## config.mk

```make
export PLATFORM = sky130hd
export DESIGN_NAME = rp_analog_top
export DESIGN_NICKNAME = d
export VERILOG_FILES = /design/src/source/rp_pkg.sv /design/src/source/adc_frontend.sv /design/src/source/dac_mixer.sv /design/src/source/pdm_modulator.sv /design/src/source/hk_regs.sv /design/src/source/rp_analog_top.sv
export SDC_FILE = /design/constraint.sdc
export NUM_CORES = 1
export LEC_CHECK = 0
export ABC_AREA = 0
export BUFFER_PORTS_ARGS = -buffer_cell sky130_fd_sc_hd__clkbuf_2
export CAP_MARGIN = 10
export CORE_UTILIZATION = 45
export DETAILED_ROUTE_END_ITERATION = 8
export PLACE_DENSITY = 0.71
export SLEW_MARGIN = 20
export SYNTH_ARGS = -nofsm -noshare
export SYNTH_HDL_FRONTEND = slang
export SYNTH_SLANG_ARGS = --single-unit
```

## constraint.sdc

```tcl
create_clock -name adc_clk -period 2.9 [get_ports adc_clk]
set_input_delay 0.29 -clock adc_clk [delete_from_list [all_inputs] [get_ports adc_clk]]
set_output_delay 0.29 -clock adc_clk [all_outputs]
set_load 0.01 [all_outputs]
```

## src/source/rp_pkg.sv

```systemverilog
package rp_pkg;

  //////////////////////////////////////////////////
  // Widths and constants
  //////////////////////////////////////////////////

  localparam int ADC_RAW_W = 16;   // Raw converter word, 2 reserved LSBs
  localparam int SAMPLE_W  = 14;   // Conditioned ADC and DAC sample
  localparam int PDM_W     = 8;    // PDM level
  localparam int PDM_RANGE = 255;  // Accumulator modulus
  localparam int PDM_CH    = 4;    // Number of PDM outputs
  localparam int LED_W     = 8;
  localparam int WB_ADR_W  = 4;    // Word index, not byte address
  localparam int WB_DAT_W  = 32;

  // Signed sample limits, used by the DAC saturation
  localparam int SAMPLE_MAX = 2**(SAMPLE_W-1) - 1;
  localparam int SAMPLE_MIN = -(2**(SAMPLE_W-1));

  //////////////////////////////////////////////////
  // Types
  //////////////////////////////////////////////////

  typedef logic        [ADC_RAW_W-1:0] adc_raw_t;   // Unsigned, negative slope
  typedef logic signed [SAMPLE_W-1:0]  sample_t;    // Two's complement
  typedef logic        [SAMPLE_W-1:0]  dac_code_t;  // Converter code, negative slope
  typedef logic        [PDM_W-1:0]     pdm_cfg_t;
  typedef logic        [LED_W-1:0]     led_t;
  typedef logic        [WB_ADR_W-1:0]  wb_addr_t;
  typedef logic        [WB_DAT_W-1:0]  wb_data_t;

  //////////////////////////////////////////////////
  // Housekeeping register map
  //////////////////////////////////////////////////

  localparam wb_data_t HK_ID = 32'h5250_0A14;  // Read-only ID word

  localparam wb_addr_t REG_ID   = 4'd0;
  localparam wb_addr_t REG_LOOP = 4'd1;  // Bit 0, digital loopback
  localparam wb_addr_t REG_LED  = 4'd2;  // Low byte, LEDs
  // Index 3 unmapped
  localparam wb_addr_t REG_PDM0 = 4'd4;  // PDM levels at 4..7

endpackage

```

## src/source/adc_frontend.sv

```systemverilog
`timescale 1ns/1ns

module adc_frontend (
  input  logic             adc_clk,
  input  logic             rst_n_i,
  input  rp_pkg::adc_raw_t adc_a_i,    // Raw converter word, CH A
  input  rp_pkg::adc_raw_t adc_b_i,    // Raw converter word, CH B
  input  logic             loop_en_i,  // Digital loopback select
  input  rp_pkg::sample_t  loop_a_i,   // Saturated DAC sample, CH A
  input  rp_pkg::sample_t  loop_b_i,   // Saturated DAC sample, CH B
  output rp_pkg::sample_t  adc_a_o,
  output rp_pkg::sample_t  adc_b_o
);

  import rp_pkg::*;

  // Strip reserved LSBs, turn negative slope into two's complement
  function automatic sample_t adc_conv(input adc_raw_t raw);
    logic [SAMPLE_W-1:0] top;
    top = raw[ADC_RAW_W-1 -: SAMPLE_W];  // Bits 15..2
    // MSB kept, the rest inverted
    return sample_t'({top[SAMPLE_W-1], ~top[SAMPLE_W-2:0]});
  endfunction

  sample_t conv_a;
  sample_t conv_b;

  assign conv_a = adc_conv(adc_a_i);
  assign conv_b = adc_conv(adc_b_i);

  // One register stage, converter or loopback per channel
  always_ff @(posedge adc_clk) begin
    if (!rst_n_i) begin
      adc_a_o <= '0;
      adc_b_o <= '0;
    end else begin
      adc_a_o <= loop_en_i ? loop_a_i : conv_a;  // Loopback replaces converter
      adc_b_o <= loop_en_i ? loop_b_i : conv_b;
    end
  end

endmodule

```

## src/source/dac_mixer.sv

```systemverilog
`timescale 1ns/1ns

module dac_mixer (
  input  logic              adc_clk,
  input  logic              rst_n_i,
  input  rp_pkg::sample_t   asg_a_i,  // Generator, CH A
  input  rp_pkg::sample_t   asg_b_i,  // Generator, CH B
  input  rp_pkg::sample_t   pid_a_i,  // Controller, CH A
  input  rp_pkg::sample_t   pid_b_i,  // Controller, CH B
  output rp_pkg::sample_t   sat_a_o,  // Stage 1, also the loopback source
  output rp_pkg::sample_t   sat_b_o,
  output rp_pkg::dac_code_t dac_a_o,  // Stage 2, converter code
  output rp_pkg::dac_code_t dac_b_o
);

  import rp_pkg::*;

  // Clamp a 15-bit sum into the 14-bit signed range
  function automatic sample_t sat(input logic signed [SAMPLE_W:0] sum);
    if (sum > SAMPLE_MAX) begin
      return sample_t'(SAMPLE_MAX);
    end else if (sum < SAMPLE_MIN) begin
      return sample_t'(SAMPLE_MIN);
    end
    return sample_t'(sum);
  endfunction

  // Signed to negative-slope code, sign kept
  function automatic dac_code_t dac_enc(input sample_t s);
    return {s[SAMPLE_W-1], ~s[SAMPLE_W-2:0]};
  endfunction

  //////////////////////////////////////////////////
  // Stage 1, sum and saturate
  //////////////////////////////////////////////////

  logic signed [SAMPLE_W:0] sum_a;  // One guard bit
  logic signed [SAMPLE_W:0] sum_b;

  assign sum_a = (SAMPLE_W+1)'(asg_a_i) + (SAMPLE_W+1)'(pid_a_i);
  assign sum_b = (SAMPLE_W+1)'(asg_b_i) + (SAMPLE_W+1)'(pid_b_i);

  always_ff @(posedge adc_clk) begin
    if (!rst_n_i) begin
      sat_a_o <= '0;
      sat_b_o <= '0;
    end else begin
      sat_a_o <= sat(sum_a);
      sat_b_o <= sat(sum_b);
    end
  end

  //////////////////////////////////////////////////
  // Stage 2, DAC encoding
  //////////////////////////////////////////////////

  always_ff @(posedge adc_clk) begin
    if (!rst_n_i) begin
      dac_a_o <= '0;  // Zero code out of reset, not midscale
      dac_b_o <= '0;
    end else begin
      dac_a_o <= dac_enc(sat_a_o);
      dac_b_o <= dac_enc(sat_b_o);
    end
  end

  // Overflowed sum lands on the limit of its own sign next cycle
  a_sat_a: assert property (@(posedge adc_clk) disable iff (!rst_n_i)
    (sum_a > SAMPLE_MAX || sum_a < SAMPLE_MIN) |=>
    (sat_a_o == ($past(sum_a[SAMPLE_W]) ? sample_t'(SAMPLE_MIN) : sample_t'(SAMPLE_MAX))));
  a_sat_b: assert property (@(posedge adc_clk) disable iff (!rst_n_i)
    (sum_b > SAMPLE_MAX || sum_b < SAMPLE_MIN) |=>
    (sat_b_o == ($past(sum_b[SAMPLE_W]) ? sample_t'(SAMPLE_MIN) : sample_t'(SAMPLE_MAX))));

endmodule

```

## src/source/pdm_modulator.sv

```systemverilog
`timescale 1ns/1ns

module pdm_modulator (
  input  logic                      adc_clk,
  input  logic                      rst_n_i,
  input  rp_pkg::pdm_cfg_t          cfg_i [rp_pkg::PDM_CH],  // Levels, 0..255
  output logic [rp_pkg::PDM_CH-1:0] pdm_o                    // One bit per channel
);

  import rp_pkg::*;

  pdm_cfg_t       acc     [PDM_CH];  // Residue, always below PDM_RANGE
  logic [PDM_W:0] acc_sum [PDM_CH];  // Carry bit for the compare

  // Next residue before the modulus
  always_comb begin
    for (int i = 0; i < PDM_CH; i++) begin
      acc_sum[i] = {1'b0, acc[i]} + {1'b0, cfg_i[i]};
    end
  end

  always_ff @(posedge adc_clk) begin
    if (!rst_n_i) begin
      pdm_o <= '0;
      for (int i = 0; i < PDM_CH; i++) begin
        acc[i] <= '0;
      end
    end else begin
      for (int i = 0; i < PDM_CH; i++) begin
        if (acc_sum[i] >= PDM_RANGE) begin
          acc[i]   <= PDM_W'(acc_sum[i] - PDM_RANGE);  // Wrap
          pdm_o[i] <= 1'b1;
        end else begin
          acc[i]   <= PDM_W'(acc_sum[i]);
          pdm_o[i] <= 1'b0;
        end
      end
    end
  end

  // Level 255 keeps the residue fixed, so the bound holds for all levels
  for (genvar g = 0; g < PDM_CH; g++) begin : g_acc_chk
    a_acc_range: assert property (@(posedge adc_clk) disable iff (!rst_n_i)
      acc[g] < PDM_RANGE);
  end

endmodule

```

## src/source/hk_regs.sv

```systemverilog
`timescale 1ns/1ns

module hk_regs (
  input  logic             adc_clk,
  input  logic             rst_n_i,
  // Wishbone classic slave
  input  logic             wb_cyc_i,
  input  logic             wb_stb_i,
  input  logic             wb_we_i,
  input  rp_pkg::wb_addr_t wb_adr_i,  // Word index
  input  rp_pkg::wb_data_t wb_dat_i,
  output rp_pkg::wb_data_t wb_dat_o,
  output logic             wb_ack_o,
  // Configuration out
  output logic             loop_en_o,
  output rp_pkg::led_t     led_o,
  output rp_pkg::pdm_cfg_t pdm_cfg_o [rp_pkg::PDM_CH]
);

  import rp_pkg::*;

  typedef enum logic {
    ACK_IDLE,  // Waiting for cyc and stb
    ACK_HIGH   // Single ack cycle
  } ack_state_t;

  ack_state_t ack_state;

  logic                      bus_req;  // New access seen while ack low
  logic                      pdm_hit;
  logic [$clog2(PDM_CH)-1:0] pdm_sel;
  wb_data_t                  rd_data;

  assign bus_req  = wb_cyc_i && wb_stb_i && (ack_state == ACK_IDLE);
  assign pdm_hit  = (wb_adr_i >= REG_PDM0) && (wb_adr_i < REG_PDM0 + PDM_CH);
  assign pdm_sel  = $bits(pdm_sel)'(wb_adr_i - REG_PDM0);
  assign wb_ack_o = (ack_state == ACK_HIGH);

  //////////////////////////////////////////////////
  // Read mux
  //////////////////////////////////////////////////

  always_comb begin
    rd_data = '0;  // Unmapped reads zero
    if (pdm_hit) begin
      rd_data = wb_data_t'(pdm_cfg_o[pdm_sel]);
    end else begin
      case (wb_adr_i)
        REG_ID:   rd_data = HK_ID;
        REG_LOOP: rd_data = wb_data_t'(loop_en_o);
        REG_LED:  rd_data = wb_data_t'(led_o);
        default:  rd_data = '0;
      endcase
    end
  end

  //////////////////////////////////////////////////
  // Ack FSM and register writes
  //////////////////////////////////////////////////

  always_ff @(posedge adc_clk) begin
    if (!rst_n_i) begin
      ack_state <= ACK_IDLE;
    end else begin
      case (ack_state)
        ACK_IDLE: if (bus_req) ack_state <= ACK_HIGH;
        ACK_HIGH: ack_state <= ACK_IDLE;  // Ack lasts one cycle only
        default:  ack_state <= ACK_IDLE;
      endcase
    end
  end

  // Write lands on the same edge that raises ack
  always_ff @(posedge adc_clk) begin
    if (!rst_n_i) begin
      wb_dat_o  <= '0;
      loop_en_o <= 1'b0;
      led_o     <= '0;
      for (int i = 0; i < PDM_CH; i++) begin
        pdm_cfg_o[i] <= '0;
      end
    end else if (bus_req) begin
      wb_dat_o <= rd_data;  // Held for the ack cycle
      if (wb_we_i) begin
        if (pdm_hit) begin
          pdm_cfg_o[pdm_sel] <= wb_dat_i[PDM_W-1:0];
        end else if (wb_adr_i == REG_LOOP) begin
          loop_en_o <= wb_dat_i[0];
        end else if (wb_adr_i == REG_LED) begin
          led_o <= wb_dat_i[LED_W-1:0];
        end
        // REG_ID and index 3 drop the write
      end
    end
  end

  // Ack is a single pulse, answering a request from the cycle before
  a_ack_pulse: assert property (@(posedge adc_clk) disable iff (!rst_n_i)
    wb_ack_o |=> !wb_ack_o);
  a_ack_req: assert property (@(posedge adc_clk) disable iff (!rst_n_i)
    wb_ack_o |-> $past(wb_cyc_i && wb_stb_i));

endmodule

```

## src/source/rp_analog_top.sv

```systemverilog
`timescale 1ns/1ns

module rp_analog_top (
  input  logic                      adc_clk,
  input  logic                      rst_n_i,
  // Converter and application samples
  input  rp_pkg::adc_raw_t          adc_a_i,
  input  rp_pkg::adc_raw_t          adc_b_i,
  input  rp_pkg::sample_t           asg_a_i,  // From generator
  input  rp_pkg::sample_t           asg_b_i,
  input  rp_pkg::sample_t           pid_a_i,  // From controller
  input  rp_pkg::sample_t           pid_b_i,
  // Wishbone classic slave
  input  logic                      wb_cyc_i,
  input  logic                      wb_stb_i,
  input  logic                      wb_we_i,
  input  rp_pkg::wb_addr_t          wb_adr_i,
  input  rp_pkg::wb_data_t          wb_dat_i,
  output rp_pkg::wb_data_t          wb_dat_o,
  output logic                      wb_ack_o,
  // Outputs
  output rp_pkg::sample_t           adc_a_o,  // To scope, generator, controller
  output rp_pkg::sample_t           adc_b_o,
  output rp_pkg::dac_code_t         dac_a_o,
  output rp_pkg::dac_code_t         dac_b_o,
  output logic [rp_pkg::PDM_CH-1:0] dac_pwm_o,
  output rp_pkg::led_t              led_o
);

  import rp_pkg::*;

  logic     loop_en;
  sample_t  sat_a;             // Saturated sums, fed back for loopback
  sample_t  sat_b;
  pdm_cfg_t pdm_cfg [PDM_CH];

  //////////////////////////////////////////////////
  // Sample path
  //////////////////////////////////////////////////

  adc_frontend adc_frontend_inst (
    .adc_clk   (adc_clk),
    .rst_n_i   (rst_n_i),
    .adc_a_i   (adc_a_i),
    .adc_b_i   (adc_b_i),
    .loop_en_i (loop_en),
    .loop_a_i  (sat_a),
    .loop_b_i  (sat_b),
    .adc_a_o   (adc_a_o),
    .adc_b_o   (adc_b_o)
  );

  dac_mixer dac_mixer_inst (
    .adc_clk (adc_clk),
    .rst_n_i (rst_n_i),
    .asg_a_i (asg_a_i),
    .asg_b_i (asg_b_i),
    .pid_a_i (pid_a_i),
    .pid_b_i (pid_b_i),
    .sat_a_o (sat_a),
    .sat_b_o (sat_b),
    .dac_a_o (dac_a_o),
    .dac_b_o (dac_b_o)
  );

  //////////////////////////////////////////////////
  // Housekeeping and PDM
  //////////////////////////////////////////////////

  hk_regs hk_regs_inst (
    .adc_clk   (adc_clk),
    .rst_n_i   (rst_n_i),
    .wb_cyc_i  (wb_cyc_i),
    .wb_stb_i  (wb_stb_i),
    .wb_we_i   (wb_we_i),
    .wb_adr_i  (wb_adr_i),
    .wb_dat_i  (wb_dat_i),
    .wb_dat_o  (wb_dat_o),
    .wb_ack_o  (wb_ack_o),
    .loop_en_o (loop_en),
    .led_o     (led_o),     // LEDs straight from the register
    .pdm_cfg_o (pdm_cfg)
  );

  pdm_modulator pdm_modulator_inst (
    .adc_clk (adc_clk),
    .rst_n_i (rst_n_i),
    .cfg_i   (pdm_cfg),
    .pdm_o   (dac_pwm_o)
  );

endmodule

```

# --- Word-level counts from Yosys, hierarchy flattened ---
# Memory sizes are Yosys's and may differ from the RTL's.
# Cells that the tools add are included.
word_totals:
  register_bits: 162
  ramBits: 32
  in_bits: 129
  out_inout_bits: 101
  word_cells: 122
  mem_count: 1
op_classes:
  n_addsub: 11
  order_cmp: 12
  n_eq_ne: 2
  muxes: 57
  bitwise_logic: 16
  reduce_logical: 8
mem_list:
  columns: ["memory", "depth", "word_bits", "rd", "rd_ports_with_merged_regs", "wr", "line", "rtl"]
  rows:
  - ["pdm_modulator_inst.acc", 4, 8, 4, 0, 4, "pdm_modulator.sv:12", "pdm_cfg_t acc [PDM_CH];"]
op_table:
  columns: ["op", "n"]
  rows:
  - ["$mux 14", 8]
  - ["$pmux 31 s3", 1]
  - ["$mux 8", 11]
  - ["$not 13->13", 4]
  - ["$add 8x8->9", 4]
  - ["$ge 9x8->1 const B", 4]
  - ["$bwmux 32", 1]
  - ["$mux 1", 32]
  - ["$sub 8x8->8 const B", 4]
  - ["$mux 31", 1]
  - ["$add 14x14->15", 2]
  - ["$gt 15x14->1 const B", 2]
  - ["$lt 15x14->1 const B", 2]
  - ["$bmux 8 s2", 1]
  - ["$demux 8 s2", 1]
  - ["$or 1x1->1", 8]
  - ["$reduce_and 5->1", 1]
  - ["$eq 4x1->1 const B", 1]
  - ["$eq 4x2->1 const B", 1]
  - ["$ge 4x3->1 const B", 1]
  - ["$logic_and 1x1->1", 4]
  - ["$logic_not 4->1", 1]
  - ["$lt 4x4->1 const B", 1]
  - ["$reduce_and 4->1", 1]
  - ["other kinds (7)", 9]

# --- Logic depth before layout (Yosys ltp) ---
# Gate-level depths: netlist of run 1.
# An unclocked memory read counts as a cell.
logic_depth:
  word_depth: 8
  depth_mapped: 11
  ltp_nobuf: 10

# --- By module ---
# From an unflattened synthesis of run 1, not the netlist that was laid out.
unflattened:
  hier_cells: 1058
  hier_area_um2: 9984.6
by_module_without_submodules:
  columns: ["mod", "n_inst", "cells_per_inst", "area_per_inst_um2", "seq_area_each_um2"]
  rows:
  - ["pdm_modulator", 1, 383, 3420.8, 1041.0]
  - ["dac_mixer", 1, 309, 2966.6, 1121.1]
  - ["hk_regs", 1, 248, 2413.6, 1021.0]
  - ["adc_frontend", 1, 118, 1183.6, 560.5]

# --- Least setup slack after synthesis of run 1 ---
# No wires, ideal clock.
synth_path:
  path_type: "register to register"
  from: "memory pdm_modulator_inst.acc[1][0] (netlist bit)"
  to: "memory pdm_modulator_inst.acc[1][0] (netlist bit), data pin"
  setup_time_ns: 0.257
  arrival_ns: 2.557
  required_ns: 2.643
  slack_ns: 0.085
  path_stages_with_launch: 10
  n_path_buf: 0
  period_less_slack_ns: 2.815
  cell_sequence: "edfxtp_1 ha_1 fa_1 a211oi_2 nor2_2 xor2_2 nand4_2 or4b_4 and2_4 mux2i_1"
synth_rtl:
  columns: ["item", "line"]
  rows:
  - ["from (decl)", "pdm_modulator.sv:12"]

==> impl_metrics.yaml, run 1 <==
sta:
  post-route-min-period_ps: 2830
  final_max_slew_viol_count: 0
  fin_crit_sh_pct: 97.60
  setup_viol: 0
  tightest_slew_ps: 602.3
  fmax_mhz: 353.3
  hold_slack_ps: 89.22
  clock_skew_ps: 11.58
  slew_headroom_pct: 59.73
  hold_violations: 0
setup_path:
  path_delay_family: "simple AND/OR/NAND/NOR gates"
  worstSetupEndpointType: "flop"
  crit_fanout: 4
  arrival_ps: 3020
  path_cells: "ha_2 -> fa_2 -> a211oi_4 -> o21bai_2 -> a21oi_2 -> xor2_1 -> or4b_4 -> and2_4 -> mux2i_1"
  timing.rr.end: "pdm_modulator_inst.acc[1][1]"
  r2r_start: "pdm_modulator_inst.acc[1][0]"
  cp.buffers_inverters: 0
  reg2reg_depth: 9
  crit_type: "flop to flop"
  worstPathRequired_ps: 3090
  r2r_slack_ps: 70
  critPathMaxStageDelay_ps: 570
  worst_path_max_delay_cell: "or4b_4"
  crit_path_start_kind: "flop"
layout:
  antennaDiodeCount: 0
  fin_area_um2: 11710
  final_nets: 1495
  synthToLayoutAreaGrowth_pct: 21.51
  drive_gt1_share_pct: 23.68
yosys:
  synth_flop_cell: "dfxtp_1"
  synthArstFlopShare_pct: 0
  netlist_instances: 1072
  avgSynthCellArea_um2: 8.986
  yosysWarnings: 0
  yosys.cell_types.count: 76
  synth-seq-cells: 171
  yosysSeqAreaShare_pct: 38.86
  syn_area_um2: 9633
  synth_edf_count: 32
die:
  rows: 53
  die_x_um: 148.3
  start_util_pct: 45.82
  fp.dieH_um: 148.3
  io_pins: 230
  coreArea_um2: 21020
  die-area_um2: 22000
detailed_routing:
  drc: 0
  wl_per_cell_um: 15.21
  routed_via_density: 5.289
  ant_nets: 0
  drt_iter0_markers: 371
  vias: 8377
  dr.pass1.iters: 5
  drt-total-wl_um: 24090
global_routing:
  grt_overflow: 0
  grt_max_degree: 53
  grt_pass1_vias: 7908
  grt_pass1_wl_um: 38360
  grt_usage_pct: 22.02
  antenna_found_initial: 0
flow_run:
  cap_violations: 0
pwr:
  ir_worst_vdd_mv: 0.4158
  power_density_nw_per_um2: 511.6
  p_leak_uw: 0.005380
clock_network:
  cts_root_buffer: "clkbuf_16"
  cts_sinks: 171
  numCtsBuffers: 17
  cts_max_path_buffers: 2
  hold_buffers: 0
  path_clk_slew_ps: 80
  clkLatencyLatePin_ps: 440
  htreeDepth: 4
  tritoncts: "built"
placement:
  place_area_um2: 11010
  portBuffers: 184
  hpwlAfterDp_um: 18150
  place_congestion: 0.8958
hold_path:
  holdCritStartpoint: "adc_b_i[15]"
  min_path_type: "primary input to flop"
  whs_path_depth: 3
  min_to: "adc_frontend_inst.adc_b_o[13]"
run_status:
  status: "completed"
[cells by family (layout without fill, tap and decap cells)]
family | Yosys count | after routing | share of synthesized area (%)
AO/OA/AOI/OAI | 271 | 271 | 18.59
XOR/XNOR | 43 | 43 | 4.066
adder cells (fa/ha/maj) | 70 | 70 | 9.560
buffers and inverters | 85 | 275 | 4.260
flip-flops | 171 | 171 | 38.86
multiplexers | 59 | 59 | 7.183
other | 2 | 49 | 0.07796
AND/OR/NAND/NOR | 371 | 371 | 17.40
[per-layer routing]
| layer | up-vias | part of all wire, % | GRT usage, % |
|---|---|---|---|
| met5 | - | 0 | 0 |
| met4 | 0 | 1.7 | 7.577 |
| met3 | 29 | 4.1 | 3.282 |
| met2 | 200 | 49 | 37.37 |
| met1 | 3899 | 46 | 28.50 |
| li1 | 4249 | - | - |
[report_power, final]
part           leakage [uW]  switching (uW)  internal, uW
Combinational       0.00362             599           427
Sequential          0.00147            75.2          2590
Clock              0.000285            1130          1170
[stage by stage]
step | util, % | std cells | setup TNS [ps] | setup slack (ps) | total power (uW)
after floorplan | - | 1119 | 0 | 85.34 | 3386
after global placement | 52.35 | 1548 | 0 | 3.516 | 3706
after detailed placement | 52.35 | 1548 | -193.4 | -70.11 | 3726
after CTS | 55.26 | 1580 | 0 | 9.907 | 6016
after global routing | 55.68 | 1584 | -57.01 | -20.94 | 6261
final | 55.68 | 1584 | 0 | 69.69 | 5989
[registers in the layout, indices dropped and copies added (netlist names), 9 cells and up]
| signal | cells |
|---|---|
| dac_mixer_inst.dac_a_o | 14 |
| hk_regs_inst.wb_dat_o | 9 |
| dac_mixer_inst.sat_a_o | 14 |
| hk_regs_inst.pdm_cfg_o | 32 |
| dac_mixer_inst.dac_b_o | 14 |
| dac_mixer_inst.sat_b_o | 14 |
| adc_frontend_inst.adc_a_o | 14 |
| pdm_modulator_inst.acc | 32 |
| adc_frontend_inst.adc_b_o | 14 |
[layout by cell type (no fill, tap or decap), types with 16 or more instances in the layout]
cell / count
nor2_1: 187
nand2_1: 70
nand3_1: 20
a31oi_1: 19
o21ai_0: 49
inv_1: 19
conb_1: 49
clkbuf_2: 184
buf_4: 39
a21o_1: 16
xor2_1: 19
dfxtp_1: 138
edfxtp_1: 32
xnor2_1: 21
ha_1: 63
mux2i_1: 50
clkbuf_16: 17
a21oi_1: 86
[repair_timing]
item                       4_1_cts  5_1_grt
hold endpoints to repair         0        0
setup endpoints to repair       13       21
pin swaps                        3       11
buffers inserted                 0        4
gates resized for setup          3       15
[Yosys cell counts, types with 8 or more instances]
cell        n  area share (%)
inv_1      19            0.74
xor2_1     20             1.8
a21o_1     16             1.2
xnor2_1    21             1.9
edfxtp_1   32              10
dfxtp_1   139              29
nand3_1    20             1.0
nor2_1    187             7.3
o21a_1     12            0.94
clkbuf_1   37             1.4
nor2b_1     9            0.58
or3_1      12            0.78
nor3_1     13            0.68
a21oi_1    87             4.5
and3_1     10            0.65
nand2_1    70             2.7
nand2b_1    8            0.52
ha_1       64             8.3
nand4_1     8            0.52
mux2i_1    50             5.2
mux4_2      8             1.9
or2_2      10            0.65
buf_4      23             1.8
o21ai_0    50             2.6
o211ai_1   11            0.86
a31oi_1    19             1.2
[worst register-to-register path, stage by stage, from the launching register on]
cell      delay [ps]
edfxtp_1         390
ha_2             210
fa_2             380
a211oi_4         340
o21bai_2         110
a21oi_2          160
xor2_1           120
or4b_4           580
and2_4           190
mux2i_1          110
[layout make-up]
| class | count | area [um2] |
|---|---|---|
| Clock buffer | 17 | 425.4 |
| Clock inverter | 15 | 171.4 |
| Fill cell | 1876 | 9316 |
| Inverter | 20 | 77.57 |
| Multi-Input combinational cell | 863 | 5728 |
| Sequential cell | 171 | 3745 |
| Tap cell | 275 | 344.1 |
| Timing Repair Buffer | 223 | 1214 |
[worst max-delay path by stage]
stage	startpoint	endpoint	slack (ps)	cells past startpoint
6_report	pdm_modulator_inst.acc[1][0]	pdm_modulator_inst.acc[1][1]	70	9
5_1_grt	pdm_modulator_inst.acc[1][0]	pdm_modulator_inst.acc[1][0]	-20	9
4_1_cts	pdm_modulator_inst.acc[1][0]	pdm_modulator_inst.acc[1][1]	10	9
3_5_place_dp	hk_regs_inst.pdm_cfg_o[8]	pdm_modulator_inst.acc[2][2]	-70	9
3_3_place_gp	pdm_modulator_inst.acc[2][0]	pdm_modulator_inst.acc[2][2]	4	9
2_1_floorplan	pdm_modulator_inst.acc[1][0]	pdm_modulator_inst.acc[1][0]	90	9
Note: power is estimated with default switching activity, not from simulation.
==> run 2: changes to the inputs <==
--- a/config.mk
+++ b/config.mk
@@ -8,9 +8,11 @@
 export ABC_AREA = 0
 export BUFFER_PORTS_ARGS = -buffer_cell sky130_fd_sc_hd__clkbuf_2
 export CAP_MARGIN = 10
-export CORE_UTILIZATION = 45
+export CELL_PAD_IN_SITES_DETAIL_PLACEMENT = 1
+export CELL_PAD_IN_SITES_GLOBAL_PLACEMENT = 1
+export CORE_UTILIZATION = 37
 export DETAILED_ROUTE_END_ITERATION = 8
-export PLACE_DENSITY = 0.71
+export PLACE_DENSITY = 0.77
 export SLEW_MARGIN = 20
 export SYNTH_ARGS = -nofsm -noshare
 export SYNTH_HDL_FRONTEND = slang
==> run 2 against run 1 <==
Die area grew 21%; utilization decreased by 8.8 points; clock-buffer cell count rose by 1; global-route usage is 0.28 points lower; clock power is essentially flat; register-to-register slack about the same; sequential power about the same; final cell count rose by 4.2%; critical path depth unchanged.
==> impl_metrics.yaml, run 2 (synthesis gave the netlist of run 1 again) <==
sta:
  hold_violations: 0
  finalWorstSetupSlack_ps: 54.91
  tightest_slew_ps: 700.2
  clock_skew_ps: 12.58
  setup_viol: 0
  post-route-min-period_ps: 2845
  rsz0062_at_grt: "true"
  fin_crit_sh_pct: 98.11
  final_max_slew_viol_count: 0
  hold_slack_ps: 115.4
  slew_headroom_pct: 53.00
  fmax_mhz: 351.5
clock_network:
  cts_max_path_buffers: 2
  hold_buffers: 0
  clkLatencyLatePin_ps: 430
  cts_sinks: 171
  path_clk_slew_ps: 70
  htreeDepth: 4
  cts_root_buffer: "clkbuf_16"
  numCtsBuffers: 17
  tritoncts: "built"
placement:
  place_inst: 1613
  portBuffers: 184
  place_congestion: 0.8341
  hpwlAfterDp_um: 22020
  dp_worst_setup_slack_ps: -23.74
die:
  rows: 58
  coreArea_um2: 25330
  io_pins: 230
  die_x_um: 163.4
  die-area_um2: 26680
  fp.dieH_um: 163.4
  start_util_pct: 38.03
global_routing:
  global_route.usage.met1_pct: 26.67
  grt_pass1_vias: 9224
  grt_overflow: 0
  grt_max_degree: 57
  grtUsageMet2_pct: 38.35
  grt-busiest-layer: "met2"
  antenna_found_initial: 1
  grt_pass1_wl_um: 46020
  grt_usage_pct: 21.74
  use_met3_pct: 3.352
detailed_routing:
  vias: 8756
  ant_nets: 0
  drt_iter0_markers: 348
  drc: 0
  routed_via_density: 5.307
  dr.pass1.iters: 4
  wl_per_cell_um: 17.42
  drt-total-wl_um: 28740
flow_run:
  cap_violations: 0
layout:
  antennaDiodeCount: 0
  final_common_cell: "nor2_1"
  final_nets: 1506
  layoutNonFillerInstCount: 1650
  layout_common_cells: "187 x nor2_1, 184 x clkbuf_2, 138 x dfxtp_1, 85 x a21oi_1, 70 x nand2_1"
  top_regs: "hk_regs_inst.pdm_cfg_o x32, pdm_modulator_inst.acc x32"
  drive_gt1_share_pct: 24.77
  synthToLayoutAreaGrowth_pct: 23.34
pwr:
  ir_worst_vdd_mv: 0.2893
  p_clk_share_pct: 37.6
  power_density_nw_per_um2: 506.8
  internal_power_uw: 4185
  sw_frac_of_total_pct: 30.49
  seqPwrFrac_pct: 44.3
  p_comb_share_pct: 18.0
  p_leak_uw: 0.005416
  p_switching_uw: 1836
setup_path:
  crit_fanout: 4
  arrival_ps: 3030
  worst_path_max_delay_cell: "or4b_4"
  crit_type: "flop to flop"
  worstSetupEndpointType: "flop"
  worstPathRequired_ps: 3090
  critPathMaxStageDelay_ps: 590
  path_cells: "ha_2 -> fa_2 -> a211oi_4 -> nor2_2 -> xor2_2 -> nand4_2 -> or4b_4 -> and2_4 -> mux2i_1"
  crit_path_start_kind: "flop"
hold_path:
  min_path_type: "primary input to flop"
run_status:
  status: "completed"
==> run 2: cell types whose count changed in the layout (fill, tap and decap cells not counted), sizes merged <==
cell and change:
inv +1, clkinv -3, clkbuf +1, clkinvlp +1, buf +11
==> run 2: area by class of cell <==
class	instances	area (um2)
clock buffers	18	429.2
clock inverters	14	143.9
fillers	3057	13450
inverters	20	77.57
multi-input cells	863	5748
flip-flops and latches	171	3745
well taps	330	412.9
repair buffers	234	1325
==> run 2: worst paths after layout <==
kind | from | depth (start not counted) | end | slack, ps
worst max-delay path | pdm_modulator_inst.acc[1][0] | 9 | pdm_modulator_inst.acc[1][0] | 50
worst min-delay path | adc_a_i[15] | 3 | adc_frontend_inst.adc_a_o[13] | 120
worst max register to register | pdm_modulator_inst.acc[1][0] | 9 | pdm_modulator_inst.acc[1][0] | 50
worst min register to register | dac_mixer_inst.sat_a_o[1] | 1 | dac_mixer_inst.dac_a_o[1] | 420
==> run 2: worst max-delay path, delay by kind of cell, from the launching register on <==
kind | cells | cell delay [ps]
xor+xnor | 1 | 190
flops | 1 | 370
mux | 1 | 110
compound gates | 1 | 320
fa+ha+maj | 2 | 590
simple gates | 4 | 1030
==> run 2: stage by stage <==
stage	total power (uW)	TNS, ps	area (um2)	utilization, %
floorplan	3386	0	9809	-
global placement	3751	0	11170	44.12
detailed placement	3788	-70.08	11170	44.12
CTS	6058	0	11780	46.50
global route	6289	-208.3	11880	46.91
finish	6021	0	11880	46.91
==> run 2: what timing repair did <==
item | CTS | global route
resized for setup | 3 | 23
pin swaps | 4 | 12
buffers inserted | 3 | 2
cloned | 0 | 0
setup endpoints to repair | 8 | 22
==> run 2: per-layer routing <==
metal	vias up	wire length (um)
met3	47	1242
li1	4263	-
met1	4244	12530
met5	-	0
met4	0	586
met2	202	14380
==> run 2: power by group through the flow <==
| stage | Combinational [uW] | Sequential (uW) | Clock (uW) |
|---|---|---|---|
| floorplan | 655 | 2730 | 0 |
| global placement | 1030 | 2720 | 0 |
| detailed placement | 1060 | 2720 | 0 |
| CTS | 1080 | 2670 | 2310 |
| global route | 1200 | 2690 | 2400 |
| finish | 1090 | 2670 | 2270 |
==> run 3: changes to the inputs <==
--- a/config.mk
+++ b/config.mk
@@ -10,9 +10,10 @@
 export CAP_MARGIN = 10
 export CELL_PAD_IN_SITES_DETAIL_PLACEMENT = 1
 export CELL_PAD_IN_SITES_GLOBAL_PLACEMENT = 1
-export CORE_UTILIZATION = 37
+export CORE_MARGIN = 8
+export CORE_UTILIZATION = 44
 export DETAILED_ROUTE_END_ITERATION = 8
-export PLACE_DENSITY = 0.77
+export PLACE_DENSITY = 0.86
 export SLEW_MARGIN = 20
 export SYNTH_ARGS = -nofsm -noshare
 export SYNTH_HDL_FRONTEND = slang
==> constraint.sdc (replaced) <==
create_clock -name adc_clk -period 3.28 [get_ports adc_clk]
set_input_delay 0.328 -clock adc_clk [delete_from_list [all_inputs] [get_ports adc_clk]]
set_output_delay 0.328 -clock adc_clk [all_outputs]
set_load 0.01 [all_outputs]
==> run 3 against run 2 <==
Worst hold slack gained 18 ps; non-clock buffer count shrank 36; global-route usage grew 1.3 points; combinational power shrank 13%; die area grew 0.75%; clock skew is essentially flat; clock-buffer cell count shrank 1; total power shrank 8.8%; via count is essentially flat; sequential cell count is the same; highest routed layer unchanged.
==> impl_metrics.yaml, run 3 (synthesis gave the netlist of run 1 again) <==
clock_network:
  clkLatencyLatePin_ps: 450
  numCtsBuffers: 17
  hold_buffers: 0
  path_clk_slew_ps: 80
  tritoncts: "built"
  cts_root_buffer: "clkbuf_16"
  htreeDepth: 4
  cts_sinks: 171
  cts_max_path_buffers: 2
die:
  die_x_um: 164.0
  rows: 54
  start_util_pct: 44.42
  coreArea_um2: 21690
  io_pins: 230
  die-area_um2: 26880
  fp.dieH_um: 164.0
pwr:
  p_switching_uw: 1715
  seqPwrFrac_pct: 43.0
  p_clk_share_pct: 39.8
  power_density_nw_per_um2: 477.1
  internal_power_uw: 3777
  p_leak_uw: 0.005273
  sw_frac_of_total_pct: 31.23
  ir_worst_vdd_mv: 0.3628
  p_comb_share_pct: 17.2
layout:
  synthToLayoutAreaGrowth_pct: 19.51
  layout_common_cells: "187 x nor2_1, 184 x clkbuf_2, 138 x dfxtp_1, 87 x a21oi_1, 70 x nand2_1"
  multi_input_area_um2: 5660
  top_regs: "hk_regs_inst.pdm_cfg_o x32, pdm_modulator_inst.acc x32"
  seq_area_um2: 3745
  nFillCells: 2569
  final_common_cell: "nor2_1"
  drive_gt1_share_pct: 21.34
  antennaDiodeCount: 0
  final_nets: 1470
setup_path:
  crit_path_start_kind: "flop"
  crit_fanout: 8
  cp.depth: 10
  path_cells: "ha_1 -> fa_1 -> a211oi_2 -> nor2_1 -> xor2_1 -> nand4_1 -> o31ai_4 -> buf_4 -> and3_1 -> nor3_1"
  worstSetupEndpointType: "flop"
  cp.buffers_inverters: 1
  critPathMaxStageDelay_ps: 440
  arrival_ps: 3330
  crit_type: "flop to flop"
  reg2reg_depth: 10
  worstPathRequired_ps: 3470
  path_delay_family: "adder cells"
  worst_path_max_delay_cell: "fa_1"
global_routing:
  grt_pass1_wl_um: 49240
  grt_usage_pct: 23.00
  grt_max_degree: 59
  grt_pass1_vias: 9493
  antenna_found_initial: 0
  grt_overflow: 0
sta:
  clock_skew_ps: 12.90
  setup_viol: 0
  hold_slack_ps: 133.9
  final_max_slew_viol_count: 0
  fin_crit_sh_pct: 95.62
  tightest_slew_ps: 715.1
  fmax_mhz: 318.9
  slew_headroom_pct: 52.33
  post-route-min-period_ps: 3136
  rsz0062_at_grt: "false"
  fin_tns_setup_ps: 0
  hold_violations: 0
  finalWorstSetupSlack_ps: 143.8
detailed_routing:
  wl_per_cell_um: 20.02
  drt-total-wl_um: 31310
  drt_iter0_markers: 472
  ant_nets: 0
  vias: 8753
  routed_via_density: 5.597
  dr.pass1.iters: 5
  drc: 0
flow_run:
  cap_violations: 0
placement:
  portBuffers: 184
  dp_worst_setup_slack_ps: 144.2
  hpwlAfterDp_um: 23030
  place_congestion: 0.8436
run_status:
  status: "completed"
hold_path:
  whs_path_depth: 3
  min_path_type: "primary input to flop"
[run 3: changes by cell type in the layout (fill, tap and decap cells not counted), moves of 3 or more]
cell	change
buf_4	-34
ha_1	+4
clkinvlp_4	-3
clkinv_8	+4
ha_2	-3
[run 3: worst min-delay path: cells and delay by family]
kind / cells / cell delay (ps)
buffers and inverters: 1 / 80
AND/OR/NAND/NOR: 1 / 80
multiplexers: 1 / 60
[run 3: layout make-up]
class	instances	area share, %
clock buffer	17	3.695
tap	280	3.043
clock inverter	15	1.869
multi-input combinational	863	49.17
sequential	171	32.53
timing repair buffer	198	9.021
inverter	20	0.6738
[run 3: worst paths after layout]
path	from	slack, ps	to
max reg2reg	pdm_modulator_inst.acc[2][0]	140	pdm_modulator_inst.acc[2][2]
min reg2reg	dac_mixer_inst.sat_a_o[9]	420	dac_mixer_inst.dac_a_o[9]
min	adc_b_i[15]	130	adc_frontend_inst.adc_b_o[13]
max	pdm_modulator_inst.acc[2][0]	140	pdm_modulator_inst.acc[2][2]
[run 3: layer usage]
metal | wire [um] | share of wire, % | global-route usage [%]
met3 | 1614 | 5.2 | 4.962
met4 | 691 | 2.2 | 8.430
met1 | 12950 | 41 | 25.92
met5 | 0 | 0 | 0
met2 | 16050 | 51 | 41.85
[run 3: what timing repair did]
action	4_1_cts	5_1_grt
resized for setup	0	1
buffers inserted	0	1
setup endpoints to repair	0	5
[run 3: per-stage QoR]
stage / instances / total power, uW / instance area, um2 / utilization, %
6_report: 1564 / 5492 / 11510 / 53.08
5_1_grt: 1564 / 5709 / 11510 / 53.08
4_1_cts: 1563 / 5510 / 11500 / 53.02
3_5_place_dp: 1531 / 3322 / 10860 / 50.07
3_3_place_gp: 1531 / 3283 / 10860 / 50.07
2_1_floorplan: 1119 / 2994 / 9809 / -
[run 3: power by group through the flow]
stage / clock [uW] / sequential, uW / combinational (uW)
2_1_floorplan: 0 / 2410 / 579
3_3_place_gp: 0 / 2400 / 881
3_5_place_dp: 0 / 2410 / 916
4_1_cts: 2210 / 2360 / 937
5_1_grt: 2300 / 2380 / 1030
6_report: 2180 / 2360 / 944
